--- config.mk ---
export PLATFORM = sky130hd
export DESIGN_NAME = core_wb_bridge
export DESIGN_NICKNAME = d
export VERILOG_FILES = /design/src/core_bus_pkg.sv /design/src/core_wb_bridge.sv
export SDC_FILE = /design/constraint.sdc
export NUM_CORES = 1
export LEC_CHECK = 0
export ABC_AREA = 1
export BUFFER_PORTS_ARGS = -buffer_cell sky130_fd_sc_hd__buf_2
export CORE_ASPECT_RATIO = 0.8
export CORE_MARGIN = 2
export CORE_UTILIZATION = 33
export DETAILED_ROUTE_END_ITERATION = 10
export PLACE_DENSITY = 0.7
export SYNTH_ARGS = -nofsm -noshare
export SYNTH_HDL_FRONTEND = slang
export SYNTH_SLANG_ARGS = --single-unit
--- constraint.sdc ---
create_clock -name clk_core -period 5.5 [get_ports clk_core]
set_input_delay 0.55 -clock clk_core [delete_from_list [all_inputs] [get_ports clk_core]]
set_output_delay 0.55 -clock clk_core [all_outputs]
set_load 0.02 [all_outputs]
--- src/core_bus_pkg.sv ---
`default_nettype none

package core_bus_pkg;

  localparam int ADDR_W = 32; // Byte address width on both sides

  // Request as the core presents it, held with req until gnt
  typedef struct packed {
    logic              we;    // 1 = store
    logic [3:0]        be;    // Byte enables, bit 0 is the low byte
    logic [ADDR_W-1:0] addr;  // Byte address
    logic [31:0]       wdata;
  } core_cmd_t;

  // Response pulses back to the core
  typedef struct packed {
    logic        gnt;    // One-cycle grant
    logic        rvalid; // Only on reads, same cycle as gnt
    logic [31:0] rdata;
  } core_rsp_t;

  // Classic Wishbone master side
  typedef struct packed {
    logic              cyc;
    logic              stb;
    logic              we;
    logic [3:0]        sel;
    logic [ADDR_W-1:0] adr;
    logic [31:0]       dat; // Write data
  } wb_req_t;

  // Wishbone slave response
  typedef struct packed {
    logic        ack; // Single-cycle pulse
    logic [31:0] dat; // Read data, valid with ack
  } wb_rsp_t;

endpackage

`default_nettype wire

--- src/core_wb_bridge.sv ---
`default_nettype none

module core_wb_bridge import core_bus_pkg::*; #(
  parameter bit READ_ONLY = 1'b0 // Instruction side when set
) (
  input  wire logic      clk_core,
  input  wire logic      arst_n_i,
  input  wire logic      req_i,
  input  wire core_cmd_t cmd_i,
  output core_rsp_t      rsp_o,
  output wb_req_t        wb_o,
  input  wire wb_rsp_t   wb_i
);

  typedef enum logic [1:0] {
    ST_IDLE,
    ST_BUS,
    ST_REPLY
  } state_t;

  state_t state_q;

  logic              cyc_q;
  logic              we_q;
  logic [3:0]        sel_q;
  logic [ADDR_W-1:0] adr_q;
  logic [31:0]       dat_q;
  logic              gnt_q;
  logic              rvalid_q;
  logic [31:0]       rdata_q;

  logic take_req;  // Accept a new core command
  logic bus_done;  // Slave acknowledged our cycle

  assign take_req = (state_q == ST_IDLE) && req_i;
  assign bus_done = (state_q == ST_BUS) && wb_i.ack;

  // Handshake FSM
  always_ff @(posedge clk_core or negedge arst_n_i) begin
    if (!arst_n_i) begin
      state_q  <= ST_IDLE;
      cyc_q    <= 1'b0;
      gnt_q    <= 1'b0;
      rvalid_q <= 1'b0;
    end else begin
      gnt_q    <= 1'b0; // Pulses by default
      rvalid_q <= 1'b0;
      case (state_q)
        ST_IDLE: begin
          if (req_i) begin
            cyc_q   <= 1'b1;
            state_q <= ST_BUS;
          end
        end
        ST_BUS: begin
          if (wb_i.ack) begin
            cyc_q    <= 1'b0; // Release the bus right away
            gnt_q    <= 1'b1;
            rvalid_q <= ~we_q;
            state_q  <= ST_REPLY;
          end
        end
        ST_REPLY: state_q <= ST_IDLE; // gnt is out this cycle
        default:  state_q <= ST_IDLE;
      endcase
    end
  end

  // Command and read data registers
  always_ff @(posedge clk_core) begin
    if (take_req) begin
      we_q  <= READ_ONLY ? 1'b0 : cmd_i.we;
      sel_q <= READ_ONLY ? 4'hf : cmd_i.be;
      adr_q <= cmd_i.addr;
      dat_q <= READ_ONLY ? 32'h0 : cmd_i.wdata;
    end
    if (bus_done) begin
      rdata_q <= wb_i.dat;
    end
  end

  assign wb_o.cyc = cyc_q;
  assign wb_o.stb = cyc_q; // One transfer per cycle
  assign wb_o.we  = we_q;
  assign wb_o.sel = sel_q;
  assign wb_o.adr = adr_q;
  assign wb_o.dat = dat_q;

  assign rsp_o.gnt    = gnt_q;
  assign rsp_o.rvalid = rvalid_q;
  assign rsp_o.rdata  = rdata_q;

endmodule

`default_nettype wire

After elaboration in Yosys (flattened, before gate mapping)
Index checks and enable logic that the tools add are counted.

Input port bits: 105. Register bits after elaboration: 106.

Reductions and logical operators: 6. Eq/ne operators: 3. Bitwise gates (word level): 1. Mux-type cells: 10.

Operators by type and width (number): 2-to-1 mux 1 bit (6); 2-to-1 mux 2 bit (2); inequality test 2 bit, second input constant (2); one-hot mux 2 bit (2 select lines) (1); AND reduction 3 bit (1); equality test 2 x 1 -> 1 bit, second input constant (1); logical AND 1 bit (2); zero test 2 bit (1); one-hot mux 1 bit (2 select lines) (1); AND reduction 2 bit (1); nonzero test 2 bit (1); inverter 1 bit (1).

Longest topological paths before layout
Gate-level depths: netlist of run 1.

Depth in word-level cells: 3. Mapped depth: 4. Mapped depth without buffers: 4.

Least setup slack after synthesis of run 1
No wires, ideal clock.

Kind: input-to-reg. Start point: in req_i. End point: reg adr_q[0], enable pin. Arrival: 1.987 ns. Data required time: 5.077 ns. Setup time: 0.423 ns. Cell stages on the path: 2. Slack: 3.090 ns. Cells stage by stage: nand2_1 > inv_1.

Cells in the longest elaborated chain, start to end: 1.

Ends and longest elaborated chain: start: declaration (line core_wb_bridge.sv:8) `input wire logic req_i,`; logical AND 1 bit (line core_wb_bridge.sv:35) `assign take_req = (state_q == ST_IDLE) && req_i;`; named net take_req (line core_wb_bridge.sv:32) `logic take_req;`; end signal: assignment (line core_wb_bridge.sv:74) `adr_q <= cmd_i.addr;`; end: declaration (line core_wb_bridge.sv:26) `logic [ADDR_W-1:0] adr_q;`.

The timed path passes the listed nets, and every way through them passes these cells. A chain may end at the register's enable or synchronous reset.

Final worst setup path of run 1
Start point: reg state_q[1]. End point: reg rdata_q[15], enable pin.

Cells in the longest elaborated chain, start to end: 2.

Ends and longest elaborated chain: start: declaration (line core_wb_bridge.sv:21) `state_t state_q;`; start signal: assignment (line core_wb_bridge.sv:41) `state_q <= ST_IDLE;`; start signal: assignment (line core_wb_bridge.sv:52) `state_q <= ST_BUS;`; start signal: assignment (line core_wb_bridge.sv:60) `state_q <= ST_REPLY;`; equality test 2 x 1 -> 1 bit (line core_wb_bridge.sv:36) `assign bus_done = (state_q == ST_BUS) && wb_i.ack;`; logical AND 1 bit (line core_wb_bridge.sv:36); named net bus_done (line core_wb_bridge.sv:33) `logic bus_done;`; end signal: assignment (line core_wb_bridge.sv:78) `rdata_q <= wb_i.dat;`; end: declaration (line core_wb_bridge.sv:30) `logic [31:0] rdata_q;`.

The timed path passes the listed nets, and every way through them passes these cells.

==> flow_metrics.tcl, run 1 <==
set metrics [dict create \
    rsz0062_at_grt "no" \
    cp-end-kind "flop" \
    wirelength_mm 6.63 \
    worstMarginPinSlew_ns 1.19 \
    whs_ns 0.0180 \
    hpwl_mm 4.96 \
    cts-root-buf "clkbuf_16" \
    design.portCount 210 \
    drtPass1Iterations 3 \
    die_height_um 92.8 \
    cts_setup_buffers 0 \
    cp.arrival_ns 1.77 \
    grt_remaining_overflow 0 \
    netlist_instances 123 \
    cts_tree "built" \
    cp-start-kind "flop" \
    cts_max_level 3 \
    period_share 0.331 \
    grt_pass1_vias 1942 \
    numCtsBuffers 9 \
    vias 1942 \
    avgSynthCellArea_um2 26.4 \
    hold_violations 0 \
    setup_viol 0 \
    layout.nets 444 \
    cts_buffer_depth 2 \
    crit_type "reg -> reg" \
    synth.cell_area_um2 3250 \
    wire_per_inst_um 14.3 \
    crit_required_ns 5.45 \
    rows 32 \
    skew_ns 0.00340 \
    clk_latency_ns 0.33 \
    start_util 0.338 \
    setup_slack_ns 3.68 \
    slew_violations 0 \
    cts.clk_slew.worst_paths_ns 0.07 \
    ant_nets 0 \
    utilization 0.490 \
    syn2layout_area_growth_pct 44.9 \
    track_usage 0.120 \
    n_antenna_cell 0 \
    route.detailed.drc 0 \
    seq_area_frac_synth 0.971 \
    pre_cts_ws_ns 3.45 \
    finalWeightedCongestion 0.731 \
    syn-num-nets 228 \
    io_buffers 209 \
    die_w_um 115 \
    cts.sinks 106 \
    postCtsHoldBufs 0 \
    die_area_um2 10700 \
    ys_warn_count 0 \
    drv_cap 0 \
    setup_tns_ns 0 \
    leakage_nw 2.03 \
    drtIter0Drc 60 \
    vias_per_cell 4.19 \
    power_w 0.00198 \
    fmax_mhz 550 \
    p_per_area_nw_per_um2 421 \
    yosysUniqueCellTypes 8 \
    grt_pass1_wl_mm 9.46 \
    outcome "finished clean" \
    worst-path-max-fanout 33 \
    cts_resized 0 \
    period_needed_ns 1.82 \
    relSlewSlack 0.207 \
    drive_above_1_share 0.660 \
    antenna_found_initial 0 \
    core_um2 9610 \
    grt_max_degree 70 \
    hold_path.class "in -> async" \
    ir_worst_vdd_mv 0.280 \
    ys_seq_elements 106 \
]
-- worst max-delay path: stages, from the launching register on --
cell     delay (ns)
dfrtp_1        0.38
inv_1          0.08
nand3_2        0.09
inv_1          0.87
-- metrics by stage --
stage                     instances  instance area (um^2)
after CTS                       463                  4710
after global routing            463                  4710
final                           463                  4710
after detailed placement        447                  4420
after global placement          447                  4420
after floorplan                 123                  3250
-- cells by family after synthesis --
kind of cell	Yosys count	synth area share
flops	106	0.971
compound gates	1	0.00269
buf+inv	9	0.0162
simple gates	7	0.0100
-- flip-flops by register name, indices dropped and copies added (netlist names) --
| register | cells |
|---|---|
| sel_q | 4 |
| state_q | 2 |
| we_q | 1 |
| cyc_q | 1 |
| rdata_q | 32 |
| dat_q | 32 |
| rvalid_q | 1 |
| gnt_q | 1 |
| adr_q | 32 |
-- routing by layer --
| metal | global-route usage | part of all wire | vias up |
|---|---|---|---|
| li1 | - | - | 903 |
| met1 | 0.129 | 0.37 | 898 |
| met2 | 0.193 | 0.47 | 134 |
| met3 | 0.0733 | 0.14 | 7 |
| met4 | 0.0452 | 0.013 | 0 |
| met5 | 0 | 0 | - |
-- where the power goes --
part / internal (W) / leakage [nW] / total (W) / switching, W
Combinational: 0.0000933 / 0.876 / 0.000318 / 0.000225
Clock: 0.000355 / 0.145 / 0.000622 / 0.000268
Sequential: 0.00102 / 1.01 / 0.00104 / 0.0000253
Total: 0.00146 / 2.03 / 0.00198 / 0.000518
-- area by class of cell --
type / count / area [um^2]
multi-input cells: 8 / 41.3
inverters: 4 / 15.0
repair buffers: 210 / 1050
clock inverters: 6 / 65.1
flip-flops and latches: 106 / 3160
fillers: 805 / 4900
well taps: 119 / 149
clock buffers: 10 / 229
-- Yosys cell counts (all sizes together) --
master,count,share of area
edfxtp,101,0.93
buf,5,0.012
dfrtp,5,0.038
inv,4,0.0046
nand2,4,0.0046
nor2,2,0.0023
nand3,1,0.0031
o21ai,1,0.0027
-- placed cells by master, fill, tap and decap left out --
cell type  count
inv_1          3
inv_2          1
bufinv_16      1
buf_2        209
buf_4          1
nand2_1        4
clkinv_2       1
clkbuf_1       1
clkbuf_16      9
edfxtp_1     101
clkinv_1       1
nor2_1         2
dfrtp_1        5
nand3_2        1
inv_6          2
o21ai_2        1
clkinv_4       1
-- path summary, 6_finish.rpt --
kind	from	end	slack, ns	depth (start not counted)
setup / recovery	state_q[1]	rdata_q[15]	3.68	3
hold / removal	arst_n_i	rvalid_q	0.02	1
setup reg to reg	state_q[1]	rdata_q[15]	3.68	3
hold reg to reg	we_q	rvalid_q	0.45	1
max in group asynchronous	arst_n_i	cyc_q	5.35	1
min in group clk_core	cmd_i[2]	dat_q[2]	0.39	1
Note: power is estimated with default switching activity, not from simulation.
==> run 2, diff against run 1 <==
==> constraint.sdc (replaced) <==
create_clock -name clk_core -period 1.7 [get_ports clk_core]
set_input_delay 0.17 -clock clk_core [delete_from_list [all_inputs] [get_ports clk_core]]
set_output_delay 0.17 -clock clk_core [all_outputs]
set_load 0.02 [all_outputs]
==> flow_metrics.tcl, run 2 (synthesis gave the netlist of run 1 again) <==
set metrics [dict create \
    drtIter0Drc 130 \
    die_area_um2 10700 \
    cp-end-kind "flop" \
    grt_pass1_wl_mm 12.4 \
    cts_setup_buffers 0 \
    die_w_um 115 \
    wire_per_inst_um 15.6 \
    numCtsBuffers 9 \
    rrSetupSlack_ns 0.35 \
    rsz0062_at_grt "no" \
    clockPowerShare 0.308 \
    reg_top3 "adr_q: 32 flops, dat_q: 32 flops, rdata_q: 32 flops" \
    cts.sinks 106 \
    clk_latency_ns 0.34 \
    drv_cap 0 \
    grt_max_degree 40 \
    period_needed_ns 1.35 \
    power_w 0.00671 \
    p_seq_frac 0.502 \
    cts_resized 0 \
    fmax_mhz 740 \
    crit_required_ns 1.73 \
    vias 2296 \
    intPower_w 0.00493 \
    fillCellCount 724 \
    worst-path-max-fanout 39 \
    rows 32 \
    hold_violations 0 \
    ir_worst_vdd_mv 0.871 \
    track_usage 0.157 \
    hold_depth 1 \
    finalWeightedCongestion 0.668 \
    r2r_cells 4 \
    cp-start-kind "flop" \
    met2_usage 0.275 \
    drive_above_1_share 0.530 \
    hold_start "cmd_i[55]" \
    p_per_area_nw_per_um2 1180 \
    utilization 0.591 \
    drtPass1Iterations 4 \
    period_share 0.795 \
    syn2layout_area_growth_pct 74.5 \
    core_um2 9610 \
    start_util 0.338 \
    hold_path.class "in -> reg" \
    crit_type "reg -> reg" \
    leakage_nw 2.42 \
    cp.arrival_ns 1.38 \
    wirelength_mm 8.67 \
    worstMarginPinSlew_ns 0.217 \
    skew_ns 0.00810 \
    swShare 0.266 \
    io_buffers 209 \
    antenna_found_initial 0 \
    design.portCount 210 \
    cts_tree "built" \
    grt_pass1_vias 2476 \
    final_cell_area_um2 5680 \
    place_area_um2 4480 \
    layout_commonest_cell "buf_2" \
    postCtsHoldBufs 84 \
    route.detailed.drc 0 \
    setup_viol 0 \
    layout.nets 536 \
    ant_nets 0 \
    r2r_start "state_q[0]" \
    die_height_um 92.8 \
    n_antenna_cell 0 \
    r2r_end "adr_q[16]" \
    cts.clk_slew.worst_paths_ns 0.07 \
    outcome "finished clean" \
    cts-root-buf "clkbuf_16" \
    met1_usage 0.166 \
    vias_per_cell 4.14 \
    crit_start "state_q[0]" \
    grt_use_met3 0.0759 \
    busiest_layer "met2" \
    holdPathEnd "adr_q[23]" \
    p_comb_frac 0.190 \
    cts_buffer_depth 2 \
    final_cell_mix "buf_2, edfxtp_1, dlygate4sd3_1" \
    relSlewSlack 0.855 \
    p_sw_w 0.00179 \
    grt_remaining_overflow 0 \
    cts_max_level 3 \
    slew_violations 0 \
    setup_tns_ns 0 \
]
==> run 2: worst max-delay path, cell delays in order, from the launching register on <==
cell and delay [ns]:
dfrtp_1 0.40, nor2_1 0.16, nand2_2 0.11, clkinvlp_4 0.13, buf_12 0.23
==> run 2: routing by layer <==
layer  routed length [um]  up-vias
li1                     -     1087
met1                 3150     1052
met2                 4400      148
met3                 1010        9
met4                  111        0
met5                    0        -
==> run 2: layout make-up <==
cell class                 instances  area (um^2)  share of cell area
timing repair buffer             302         2010               0.354
inverter                           4         18.8             0.00331
tap                              119          149              0.0262
clock inverter                     6         70.1              0.0123
multi-input combinational          8         43.8             0.00772
clock buffer                      10          229              0.0403
sequential                       106         3160               0.556
==> run 2: worst max-delay path by stage <==
| stage | end | slack (ns) |
|---|---|---|
| floorplan | adr_q[0] | -0.19 |
| global route | adr_q[16] | 0.28 |
| detailed placement | dat_q[11] | 0.34 |
| global placement | adr_q[29] | 0.42 |
| finish | adr_q[16] | 0.35 |
| CTS | adr_q[29] | 0.34 |
==> run 2: power groups by stage <==
| stage | clock network [W] | logic (W) | registers [W] |
|---|---|---|---|
| global route | 0.00223 | 0.00136 | 0.00340 |
| finish | 0.00207 | 0.00128 | 0.00337 |
| detailed placement | 0 | 0.00112 | 0.00342 |
| floorplan | 0 | 0.000257 | 0.00380 |
| global placement | 0 | 0.00110 | 0.00341 |
| CTS | 0.00213 | 0.00127 | 0.00337 |
==> run 2: per-stage QoR <==
stage / cells / hold slack [ns] / setup slack, ns
detailed placement: 449 / -0.00708 / 0.340
CTS: 549 / 0.0000118 / 0.342
global route: 555 / -0.000384 / 0.276
finish: 555 / 0.0149 / 0.349
global placement: 449 / -0.0108 / 0.418
floorplan: 123 / -0.126 / -0.194
