[src/core_bus_pkg.sv]
`default_nettype none

package core_bus_pkg;

  localparam int ADDR_W = 32; // Byte address width on both sides

  // Request as the core presents it, held with req until gnt
  typedef struct packed {
    logic              we;    // 1 = store
    logic [3:0]        be;    // Byte enables, bit 0 is the low byte
    logic [ADDR_W-1:0] addr;  // Byte address
    logic [31:0]       wdata;
  } core_cmd_t;

  // Response pulses back to the core
  typedef struct packed {
    logic        gnt;    // One-cycle grant
    logic        rvalid; // Only on reads, same cycle as gnt
    logic [31:0] rdata;
  } core_rsp_t;

  // Classic Wishbone master side
  typedef struct packed {
    logic              cyc;
    logic              stb;
    logic              we;
    logic [3:0]        sel;
    logic [ADDR_W-1:0] adr;
    logic [31:0]       dat; // Write data
  } wb_req_t;

  // Wishbone slave response
  typedef struct packed {
    logic        ack; // Single-cycle pulse
    logic [31:0] dat; // Read data, valid with ack
  } wb_rsp_t;

endpackage

`default_nettype wire

[src/wb_rr_arbiter.sv]
`default_nettype none

module wb_rr_arbiter import core_bus_pkg::*; (
  input  wire logic    clk_core,
  input  wire logic    arst_n_i,
  input  wire wb_req_t m0_i,
  input  wire wb_req_t m1_i,
  output wb_rsp_t      m0_o,
  output wb_rsp_t      m1_o,
  output wb_req_t      s_o,
  input  wire wb_rsp_t s_i
);

  logic locked_q; // A master owns the slave
  logic owner_q;  // 0 = m0, 1 = m1
  logic last_q;   // Master served most recently

  logic pick;     // Round-robin choice while unlocked
  logic sel;      // Master routed to the slave this cycle
  logic m0_own;
  logic m1_own;

  // Fair choice between two requesters
  always_comb begin
    if (m0_i.cyc && m1_i.cyc) begin
      pick = ~last_q;
    end else begin
      pick = m1_i.cyc; // Falls back to m0 when nobody asks
    end
    sel = locked_q ? owner_q : pick;
  end

  always_ff @(posedge clk_core or negedge arst_n_i) begin
    if (!arst_n_i) begin
      locked_q <= 1'b0;
      owner_q  <= 1'b0;
      last_q   <= 1'b1; // So m0 wins the first tie
    end else if (!locked_q) begin
      if (m0_i.cyc || m1_i.cyc) begin
        locked_q <= 1'b1;
        owner_q  <= pick;
      end
    end else if (s_i.ack) begin
      locked_q <= 1'b0; // Cycle ends with the ack
      last_q   <= owner_q;
    end
  end

  // Request mux toward the slave
  always_comb begin
    if (sel) begin
      s_o = m1_i;
    end else begin
      s_o = m0_i;
    end
  end

  assign m0_own = locked_q && !owner_q;
  assign m1_own = locked_q && owner_q;

  // Response goes only to the owner
  assign m0_o.ack = s_i.ack && m0_own;
  assign m0_o.dat = m0_own ? s_i.dat : 32'h0;
  assign m1_o.ack = s_i.ack && m1_own;
  assign m1_o.dat = m1_own ? s_i.dat : 32'h0;

endmodule

`default_nettype wire

[config.mk]
export PLATFORM = sky130hd
export DESIGN_NAME = wb_rr_arbiter
export DESIGN_NICKNAME = d
export VERILOG_FILES = /design/src/core_bus_pkg.sv /design/src/wb_rr_arbiter.sv
export SDC_FILE = /design/constraint.sdc
export NUM_CORES = 1
export LEC_CHECK = 0
export ABC_AREA = 1
export BUFFER_PORTS_ARGS = -buffer_cell sky130_fd_sc_hd__buf_2
export CAP_MARGIN = 20
export CORE_AREA = 4 4 121 123
export DETAILED_ROUTE_END_ITERATION = 10
export DIE_AREA = 0 0 125 127
export PLACE_DENSITY = 0.44
export SYNTH_ARGS = -nofsm -noshare
export SYNTH_HDL_FRONTEND = slang
export SYNTH_SLANG_ARGS = --single-unit
[constraint.sdc]
create_clock -name clk_core -period 4.1 [get_ports clk_core]
set_clock_uncertainty 0.05 [all_clocks]
set_input_delay 0.615 -clock clk_core [delete_from_list [all_inputs] [get_ports clk_core]]
set_output_delay 0.615 -clock clk_core [all_outputs]
set_load 0.03 [all_outputs]
[After elaboration in Yosys (flattened, before gate mapping)]
Index checks and enable logic that the tools add are counted.
Storage, ports and cells
  word-level logic and storage cells: 22
  register bits: 3
  output and inout port bits: 137
Cells by class
  bitwise operators: 2
  reductions and logical operators: 9
  muxes and demuxes: 8
Operators by type and width (count)
  two-way mux 71 bit: 1
  two-way mux 32 bit: 2
  logical AND 1 bit: 5
  two-way mux 1 bit: 5
  AND reduction 2 bit: 2
  inverter 1 bit: 2
  zero test 1 bit: 1
  logical OR 1 bit: 1

[Logic depth before layout (Yosys ltp)]
Gate-level depths: netlist (run 1).
  word-level depth: 4
  gate-level depth with buffers: 6
  gate-level depth less buffers: 5

[Worst setup path before layout (run 1)]
OpenSTA, ideal clock, no wires.
  kind: input to output
  start: input m0_i[70] in the netlist's numbering
  end: output s_o[0] in the netlist's numbering
  setup slack: 2041 ps
  stages on the path: 6
  data required time: 3435 ps
  arrival: 1394 ps
  buffers on the path: 1
  cell sequence: nand2_1 > nand3_4 > nand2_2 > buf_6 > nand2_1 > nand2_1
RTL lines
  start: declaration: line wb_rr_arbiter.sv:6  | input wire wb_req_t m0_i,
  end: declaration: line wb_rr_arbiter.sv:10  | output wb_req_t s_o,

==> Implementation_results.wiki, run 1 <==
{| class="wikitable"
! Metric !! Value
|-
| Last weighted congestion value of the routability-driven placer || 0.798
|-
| Total track usage || 11.6%
|-
| Horizontal die dimension || around 130 um
|-
| Sequential cell area || 76.3 um2
|-
| Fraction of final layout cells with drive strength greater than 1 || 51.2%
|-
| Detailed Route WL || 10100 um
|-
| Buffers inserted during post-CTS setup optimization || 0
|-
| Fraction of power consumed by combinational cells || 86.4%
|-
| Iteration count of the initial detailed-routing pass || 4
|-
| Floorplan Core Area || 13700 um2
|-
| Clock sinks || 3
|-
| Post-layout minimum cycle time || approximately 2.8 ns
|-
| Category of the worst setup path capture point || output pin
|-
| Effective utilization at floorplan || 12.0%
|-
| Largest net degree at the start of global routing || 73
|-
| Post-cts resize count || 0
|-
| Switching fraction of total power || 65.1%
|-
| Port bufs || 313
|-
| Leakage component of the power || 0.00238 uW
|-
| Internal power component || 519 uW
|-
| Wire length of the first global-routing pass || around 15000 um
|-
| Count of mapped cells out of synthesis || 358
|-
| Area leader, netlist || sky130_fd_sc_hd__nand2_1
|-
| Data required time at the worst endpoint || approximately 3.4 ns
|-
| Area share of the largest cell type after synthesis || 33.1%
|-
| Synth top cells by count || sky130_fd_sc_hd__nand2_1 (145), sky130_fd_sc_hd__nand3_1 (72), sky130_fd_sc_hd__nor2_1 (61)
|-
| Max VDD drop || 119 uV
|-
| Fraction of power consumed by the clock network || 10.5%
|-
| WL per Instance || 12.2 um
|-
| Sum of internal, switching and leakage power || 1480 uW
|-
| Clock tree from TritonCTS || built
|-
| Outcome || complete, no violations
|-
| Root cell of the clock tree || sky130_fd_sc_hd__clkbuf_16
|-
| Synth warn || 0
|-
| Number of inserted diodes || 0
|-
| Count of endpoints failing hold in the final timing report || 0
|-
| Initial drt markers || between 100 and 150
|-
| Full die area || 15900 um2
|-
| Proportion of power drawn by flip-flops and latches || between 3 and 4%
|-
| Maximum level of the CTS H-tree || 1
|-
| Least-Margin Pin Slew || 0.734 ns
|-
| Count of pins over their slew limit || 0
|-
| CP Data Arrival Time || 2.15 ns
|-
| Antenna violations before repair || 0
|-
| Sequential cell area fraction in the yosys report || 4.64%
|-
| FF+latch count, synth || 3
|-
| Die height || ~130 um
|-
| Multi-input gate area || about 1200 um2
|-
| Count of max-cap constraint violations || 0
|-
| Number of CTS-inserted buffers || 3
|-
| Antenna-violating nets left || 0
|-
| Via count normalized by instance count || 3.88
|-
| Clock Latency Late Sink || 0.22 ns
|-
| Category of the most critical setup path || register to output pin
|-
| Final count of negative-setup-slack endpoints || 0
|-
| Number of top-level pins || 314
|-
| CP Launch Type || register
|-
| Mean post-synth cell area || 4.60 um2
|-
| Power per Cell Area || 445 nW/um2
|-
| Share of async-settable or async-resettable flops after synthesis || 100%
|-
| Number of buffers inserted by hold repair at cts || 0
|-
| Number of filler instances in the final layout || 1660
|-
| Net switching power figure || 966 uW
|-
| Peak fanout along the critical path || between 60 and 70
|-
| HPWL Detailed || 8160 um
|-
| Hold Crit Class || input port to async pin
|-
| Top FF cell, synth || sky130_fd_sc_hd__dfrtp_1
|-
| Dominant cells by area after synthesis || sky130_fd_sc_hd__nand2_1 (33%), sky130_fd_sc_hd__nand3_1 (22%), sky130_fd_sc_hd__nor2_1 (14%), sky130_fd_sc_hd__inv_1 (7.8%), sky130_fd_sc_hd__buf_6 (6.8%)
|-
| Total standard cell area after synthesis || 1650 um2
|-
| Max Buffers Root-to-Sink || 2
|-
| Normalized max-slew margin || 51.1%
|-
| Synth unique cells || 17
|-
| Residual DRC count || 0
|-
| Unrepaired setup endpoints after global routing || no
|-
| Most instantiated library cell after synthesis || sky130_fd_sc_hd__nand2_1
|-
| Via count of the routed design || around 3200
|-
| Clock input transition at the sequential cells of the worst setup and hold paths || around 0.03 ns
|-
| Post-Route Setup TNS || 0 ns
|-
| Syn Nets || 535
|-
| Vias in the first global route || 3015
|-
| Count of standard-cell rows || 43
|-
| Gr ovfl total || 0
|-
| Highest Clock Rate || between 300 and 400 MHz
|-
| Number of nets in the layout || 828
|-
| Relative area change from synthesis to final layout || 103%
|-
| Period utilization || between 60 and 70%
|-
| Number of enable flip-flop cells after synthesis || 0
|}
==> layout make-up <==
type                    count  share of cell area (%)
repair buffers            317                    47.8
multi-input cells         291                    36.8
well taps                 180                    6.75
inverters                  35                    3.94
clock buffers               4                    2.36
flip-flops and latches      3                    2.29
==> cells in the final DEF, fill, tap and decap left out, drive strengths merged <==
master    n
inv      35
nor2     69
buf     317
or2       1
nand2   147
nand3    73
a21oi     1
clkbuf    4
dfrtp     2
dfstp     1
==> flip-flops by register name, indices dropped and copies added (netlist names) <==
name	count
locked_q	1
owner_q	1
last_q	1
==> metrics by stage <==
stage	hold WS, ns	cell area (um2)	cells	worst slack, ns	utilization (%)
final	0.135	3340	830	1.29	24.4
after global placement	0.371	3260	826	1.40	23.9
after floorplan	0.269	1650	358	2.04	-
after CTS	0.138	3340	830	1.22	24.4
after detailed placement	0.372	3260	826	1.42	23.9
after global routing	0.138	3340	830	0.999	24.4
==> kinds of logic after synthesis <==
kind of cell	synth area share, %
and+or+nand+nor	74.1
buffers and inverters	21.0
DFF	4.64
AOI/OAI and AO/OA	0.304
==> power groups by stage <==
stage          combinational [uW]  sequential [uW]  clock [uW]
6_report                     1280             47.1         155
5_1_grt                      1390             48.9         162
4_1_cts                      1300             48.3         157
3_5_place_dp                 1300             48.6           0
3_3_place_gp                 1310             49.1           0
2_1_floorplan                 947             43.5           0
==> critical path, cell delays in order, from the launching register on <==
cell and delay, ns:
sky130_fd_sc_hd__dfrtp_1 0.41, sky130_fd_sc_hd__nand2_4 0.37, sky130_fd_sc_hd__buf_4 0.66, sky130_fd_sc_hd__nand3_1 0.15
sky130_fd_sc_hd__nand2_1 0.10, sky130_fd_sc_hd__buf_2 0.20
==> routing by layer <==
metal / wire length [um] / global-route usage (%) / vias up
met5: 0 / 0 / -
met4: 102 / 2.23 / 0
met3: 950 / 3.01 / 8
met2: 5420 / 22.2 / 177
met1: 3670 / 12.9 / 1370
li1: - / - / 1669
==> path summary, 6_finish.rpt <==
kind / start / cells after the start / end / slack [ns]
setup / recovery: owner_q / 5 / s_o[67] / 1.29
hold / removal: arst_n_i / 1 / owner_q / 0.13
setup reg to reg: last_q / 4 / owner_q / 2.41
hold reg to reg: last_q / 2 / last_q / 0.47
max in group asynchronous: arst_n_i / 1 / last_q / 3.67
min in group clk_core: last_q / 2 / last_q / 0.47
Power figures use the tool's default switching activity.
==> run 2: changes to the inputs <==
CORE_AREA = 4 4 119 121   (was 4 4 121 123)
DIE_AREA = 0 0 123 125   (was 0 0 125 127)
PLACE_DENSITY = 0.45   (was 0.44)
clock period = 2.9 ns   (was 4.1 ns; I/O delays follow)
==> Implementation_results.wiki, run 2 (synthesis gave the netlist of run 1 again) <==
{| class="wikitable"
! Metric !! Value
|-
| Net switching power figure || 1370 uW
|-
| HPWL Detailed || 8260 um
|-
| Registers with the most flip-flops || last_q: 1 flops, locked_q: 1 flops, owner_q: 1 flops
|-
| Wire length of the first global-routing pass || 14700 um
|-
| Via count of the routed design || ~3200
|-
| Last weighted congestion value of the routability-driven placer || 0.796
|-
| Gr ovfl total || 0
|-
| Most frequent cells in the layout || sky130_fd_sc_hd__buf_2 (313), sky130_fd_sc_hd__nand2_1 (145), sky130_fd_sc_hd__nand3_1 (72)
|-
| Flop2flop setup slack || 1.68 ns
|-
| Hold Crit Class || register to register
|-
| Detailed Route WL || just over 10000 um
|-
| CP Data Arrival Time || 1.90 ns
|-
| Normalized max-slew margin || 65.7%
|-
| Maximum level of the CTS H-tree || 1
|-
| Horizontal die dimension || 123 um
|-
| Highest Clock Rate || 420 MHz
|-
| Outcome || complete, no violations
|-
| Count of endpoints failing hold in the final timing report || 0
|-
| Period utilization || 82.2%
|-
| Clock tree from TritonCTS || built
|-
| Internal power component || 750 uW
|-
| Data required time at the worst endpoint || 2.41 ns
|-
| Final count of negative-setup-slack endpoints || 0
|-
| Count of max-cap constraint violations || 0
|-
| Full die area || 15400 um2
|-
| Clock Latency Late Sink || 0.22 ns
|-
| Most common library cell in the layout ignoring fill and taps || sky130_fd_sc_hd__buf_2
|-
| Iteration count of the initial detailed-routing pass || 4
|-
| Number of filler instances in the final layout || 1533
|-
| Root cell of the clock tree || sky130_fd_sc_hd__clkbuf_16
|-
| Initial drt markers || 130
|-
| Largest net degree at the start of global routing || 80
|-
| Max VDD drop || 159 uV
|-
| Floorplan Core Area || 13100 um2
|-
| Peak fanout along the critical path || 58
|-
| Clock sinks || 3
|-
| Fraction of power consumed by combinational cells || between 80 and 90%
|-
| Unrepaired setup endpoints after global routing || no
|-
| Number of top-level pins || roughly 310
|-
| Power per Cell Area || 629 nW/um2
|-
| Critical path startpoint || locked_q
|-
| Effective utilization at floorplan || 12.6%
|-
| Antenna violations before repair || 1
|-
| Count of pins over their slew limit || 0
|-
| Fraction of power consumed by the clock network || between 10% and 20%
|-
| Number of CTS-inserted buffers || 3
|-
| Vias in the first global route || roughly 3000
|-
| Critical path endpoint || s_o[64]
|-
| Via count normalized by instance count || 3.89
|-
| Number of inserted diodes || 0
|-
| Number of nets in the layout || 830
|-
| Buffers inserted during post-CTS setup optimization || 0
|-
| Endpoint of the worst-slack reg-to-reg timing path || owner_q
|-
| Startpoint of the lowest-slack register-to-register path || last_q
|-
| Residual DRC count || 0
|-
| Clock input transition at the sequential cells of the worst setup and hold paths || approximately 0.030 ns
|-
| Logic depth of the worst register-to-register path || 4
|-
| Max Buffers Root-to-Sink || 2
|-
| Relative area change from synthesis to final layout || 105%
|-
| Least-Margin Pin Slew || a little over 0.5 ns
|-
| Switching fraction of total power || between 60% and 70%
|-
| Category of the worst setup path capture point || output pin
|-
| Count of standard-cell rows || 42
|-
| Fraction of final layout cells with drive strength greater than 1 || 51.2%
|-
| Category of the most critical setup path || register to output pin
|-
| CP Launch Type || register
|-
| Post-layout minimum cycle time || 2.38 ns
|-
| Port bufs || 313
|-
| Post-Route Setup TNS || 0 ns
|-
| Antenna-violating nets left || 0
|-
| Leakage component of the power || 0.00240 uW
|-
| Number of buffers inserted by hold repair at cts || 1
|-
| Final-layout worst hold slack || 0.454 ns
|-
| Post-cts resize count || 0
|-
| WL per Instance || 12.3 um
|-
| Total track usage || 11.8%
|-
| Proportion of power drawn by flip-flops and latches || 3.1%
|-
| Die height || 125 um
|}
-- run 2: cell types whose count changed in the layout (fill, tap and decap cells not counted), sizes merged --
cell / delta
buf: +1
dlygate4sd3: +1
-- run 2: area by class of cell --
class                           count  area [um2]  share of cell area [%]
Clock buffer                        4        78.8                    2.34
Timing Repair Buffer              319        1640                    48.6
Inverter                           35         131                    3.89
Multi-Input combinational cell    291        1230                    36.4
Sequential cell                     3        76.3                    2.26
Tap cell                          176         220                    6.52
-- run 2: power groups by stage --
stage / logic, uW / clock network (uW) / registers [uW]
after global routing: 1990 / 232 / 66.0
after floorplan: 1340 / 0 / 61.5
final: 1840 / 220 / 64.9
after CTS: 1870 / 225 / 65.0
after global placement: 1870 / 0 / 65.0
after detailed placement: 1860 / 0 / 65.3
-- run 2: how the worst min path moves through the flow --
stage                         from       end  slack, ns  cells past startpoint
after floorplan           arst_n_i  locked_q       0.09                      0
after global placement    arst_n_i   owner_q       0.19                      1
after detailed placement  arst_n_i   owner_q       0.19                      1
after CTS                   last_q    last_q       0.46                      2
after global routing        last_q    last_q       0.51                      2
final                       last_q    last_q       0.45                      2
-- run 2: layer usage --
metal	vias to the layer above	wire (um)	GRT usage (%)	share of wire, %
met5	-	7	0	0.069
met4	2	124	2.48	1.2
met3	10	1120	2.71	11
met2	183	5210	23.2	51
met1	1355	3740	12.6	37
li1	1672	-	-	-
-- run 2: stage by stage --
stage	total power, uW	setup WS, ns	utilization, %	cells	area [um2]
final	2120	0.516	25.8	828	3380
after global routing	2290	0.341	25.8	828	3380
after CTS	2160	0.491	25.8	828	3380
after detailed placement	1920	0.749	25.1	823	3290
after global placement	1940	0.749	25.1	823	3290
after floorplan	1400	1.10	-	358	1650
-- run 2: critical path, stage by stage (launching register included) --
cell                      delay [ns]
sky130_fd_sc_hd__dfrtp_1        0.41
sky130_fd_sc_hd__nand2_4        0.24
sky130_fd_sc_hd__nand2_2        0.33
sky130_fd_sc_hd__buf_12         0.29
sky130_fd_sc_hd__nand2_1        0.09
sky130_fd_sc_hd__nand2_1        0.06
sky130_fd_sc_hd__buf_2          0.20
==> run 3: changes to the inputs <==
CORE_AREA = 4 4 120 122   (was 4 4 119 121)
DIE_AREA = 0 0 124 126   (was 0 0 123 125)
PLACE_DENSITY = 0.46   (was 0.45)
clock period = 1.95 ns   (was 2.9 ns; I/O delays follow)
==> Implementation_results.wiki, run 3 (synthesis gave the netlist of run 1 again) <==
{| class="wikitable"
! Metric !! Value
|-
| Unrepaired setup endpoints after global routing || yes
|-
| Highest Clock Rate || around 530 MHz
|-
| Outcome || complete, no violations
|-
| Residual DRC count || 0
|-
| Via count normalized by instance count || 3.91
|-
| Via count of the routed design || 3269
|-
| Die height || 126 um
|-
| Proportion of power drawn by flip-flops and latches || between 2 and 3%
|-
| Leakage component of the power || 0.00251 uW
|-
| Total track usage || 10.9%
|-
| Antenna-violating nets left || 0
|-
| Count of endpoints failing hold in the final timing report || 0
|-
| Least-Margin Pin Slew || 0.238 ns
|-
| WL per Instance || 12.4 um
|-
| Wire length of the first global-routing pass || 14000 um
|-
| Crit path top cell by count || sky130_fd_sc_hd__nand2_1
|-
| Last weighted congestion value of the routability-driven placer || 0.830
|-
| Count of pins over their slew limit || 0
|-
| Count of standard-cell rows || 42
|-
| Normalized max-slew margin || 84.1%
|-
| Fraction of power consumed by the clock network || 9.4%
|-
| Port bufs || 313
|-
| Category of the worst setup path capture point || output pin
|-
| Hold Crit Class || input port to register
|-
| Clock sinks || 3
|-
| Largest net degree at the start of global routing || 59
|-
| Internal power component || ~1400 uW
|-
| Max Buffers Root-to-Sink || 2
|-
| Horizontal die dimension || 124 um
|-
| CP Launch Type || register
|-
| Switching fraction of total power || 60.4%
|-
| Category of the most critical setup path || register to output pin
|-
| Full die area || about 16000 um2
|-
| Iteration count of the initial detailed-routing pass || 4
|-
| Count of max-cap constraint violations || 0
|-
| Final count of negative-setup-slack endpoints || 0
|-
| Vias in the first global route || 2908
|-
| Number of filler instances in the final layout || 1539
|-
| Cells along the critical path || inv_2, nand3_4, nand2_4, clkbuf_16, nand2_1, nand2_1, buf_2
|-
| Data required time at the worst endpoint || 1.61 ns
|-
| CP Data Arrival Time || 1.55 ns
|-
| Most frequent cells in the layout || sky130_fd_sc_hd__buf_2 (256), sky130_fd_sc_hd__nand2_1 (144), sky130_fd_sc_hd__nand3_1 (72)
|-
| Maximum level of the CTS H-tree || 1
|-
| Net switching power figure || between 2000 and 2500 uW
|-
| Fraction of power consumed by combinational cells || 87.7%
|-
| Number of CTS-inserted buffers || 3
|-
| Initial drt markers || 117
|-
| Number of inserted diodes || 0
|-
| Peak fanout along the critical path || 29
|-
| Floorplan Core Area || 13200 um2
|-
| Antenna violations before repair || 0
|-
| Gr ovfl total || 0
|-
| Root cell of the clock tree || sky130_fd_sc_hd__clkbuf_16
|-
| Power per Cell Area || between 900 and 1000 nW/um2
|-
| Number of top-level pins || 314
|-
| Number of nets in the layout || 837
|-
| Effective utilization at floorplan || about 12%
|-
| CP peak stage delay || 0.42 ns
|-
| HPWL Detailed || 8230 um
|-
| Relative area change from synthesis to final layout || 123%
|-
| Sum of internal, switching and leakage power || roughly 3400 uW
|-
| Period utilization || between 90% and 100%
|-
| Post-Route Setup TNS || 0 ns
|-
| Area of all placed cells without fillers || 3670 um2
|-
| Fraction of final layout cells with drive strength greater than 1 || 51.9%
|-
| Post-layout minimum cycle time || 1.89 ns
|-
| Clock input transition at the sequential cells of the worst setup and hold paths || approximately 0.03 ns
|-
| Clock tree from TritonCTS || built
|-
| Registers with the most flip-flops || last_q: 1 flops, locked_q: 1 flops, owner_q: 1 flops
|-
| Max VDD drop || about 290 uV
|-
| Buffers inserted during post-CTS setup optimization || 0
|-
| Detailed Route WL || 10400 um
|-
| Clock Latency Late Sink || roughly 0.22 ns
|-
| Post-placement cell area || 3370 um2
|-
| Most common library cell in the layout ignoring fill and taps || sky130_fd_sc_hd__buf_2
|-
| Layout Utilization || 27.8%
|-
| Cell at the slowest stage of the critical path || sky130_fd_sc_hd__dfrtp_1
|}
[run 3: cell count changes in the layout (fill, tap and decap cells not counted)]
cell and change:
sky130_fd_sc_hd__clkbuf_4 +7, sky130_fd_sc_hd__nand2_4 +1, sky130_fd_sc_hd__buf_12 +4, sky130_fd_sc_hd__nand2_1 -1
sky130_fd_sc_hd__buf_6 +2, sky130_fd_sc_hd__buf_4 +49, sky130_fd_sc_hd__clkbuf_16 +2, sky130_fd_sc_hd__buf_2 -57
[run 3: path summary, 6_finish.rpt]
check | slack, ns | cells past startpoint | to | from
setup / recovery | 0.06 | 7 | s_o[24] | locked_q
hold / removal | 0.33 | 4 | locked_q | s_i[32]
setup reg to reg | 0.78 | 4 | owner_q | last_q
hold reg to reg | 0.47 | 2 | last_q | last_q
max in group asynchronous | 1.27 | 2 | last_q | arst_n_i
min in group asynchronous | 0.38 | 2 | locked_q | arst_n_i
[run 3: through the flow]
step	hold slack [ns]	worst slack, ns	instances
after global placement	0.0469	0.256	828
after CTS	0.337	0.0198	833
after detailed placement	0.0510	0.258	828
final	0.331	0.0595	835
after global routing	0.364	-0.0174	835
after floorplan	-0.0531	0.297	358
[run 3: power by group through the flow]
stage / clock network, uW / registers [uW] / logic, uW
detailed placement: 0 / 98.2 / 2820
CTS: 331 / 97.5 / 2820
floorplan: 0 / 91.5 / 1990
global placement: 0 / 98.6 / 2840
global route: 338 / 101 / 3240
finish: 324 / 98.6 / 3020
[run 3: layer usage]
| layer | share of wire, % | track usage [%] |
|---|---|---|
| met1 | 37 | 12.1 |
| met2 | 53 | 21.3 |
| met3 | 10 | 2.20 |
| met4 | 0.51 | 1.93 |
| met5 | 0 | 0 |
[run 3: timing repair]
action / in CTS / in global routing
endpoints found under the hold margin: 3 / 0
gates resized for setup: 0 / 111
setup endpoints to repair: 0 / 58
hold buffers: 1 / 0
[run 3: area by class of cell]
type                       instances  area (um2)  share of cell area, %
clock buffer                       4        78.8                   2.15
inverter                          35         131                   3.58
multi-input combinational        291        1240                   33.7
sequential                         3        76.3                   2.08
tap                              176         220                   6.00
timing repair buffer             326        1930                   52.5
[run 3: critical path, delay by kind of cell (launching register included)]
kind	cells	cell delay, ns
DFF	1	0.42
and+or+nand+nor	4	0.39
buffers and inverters	3	0.50
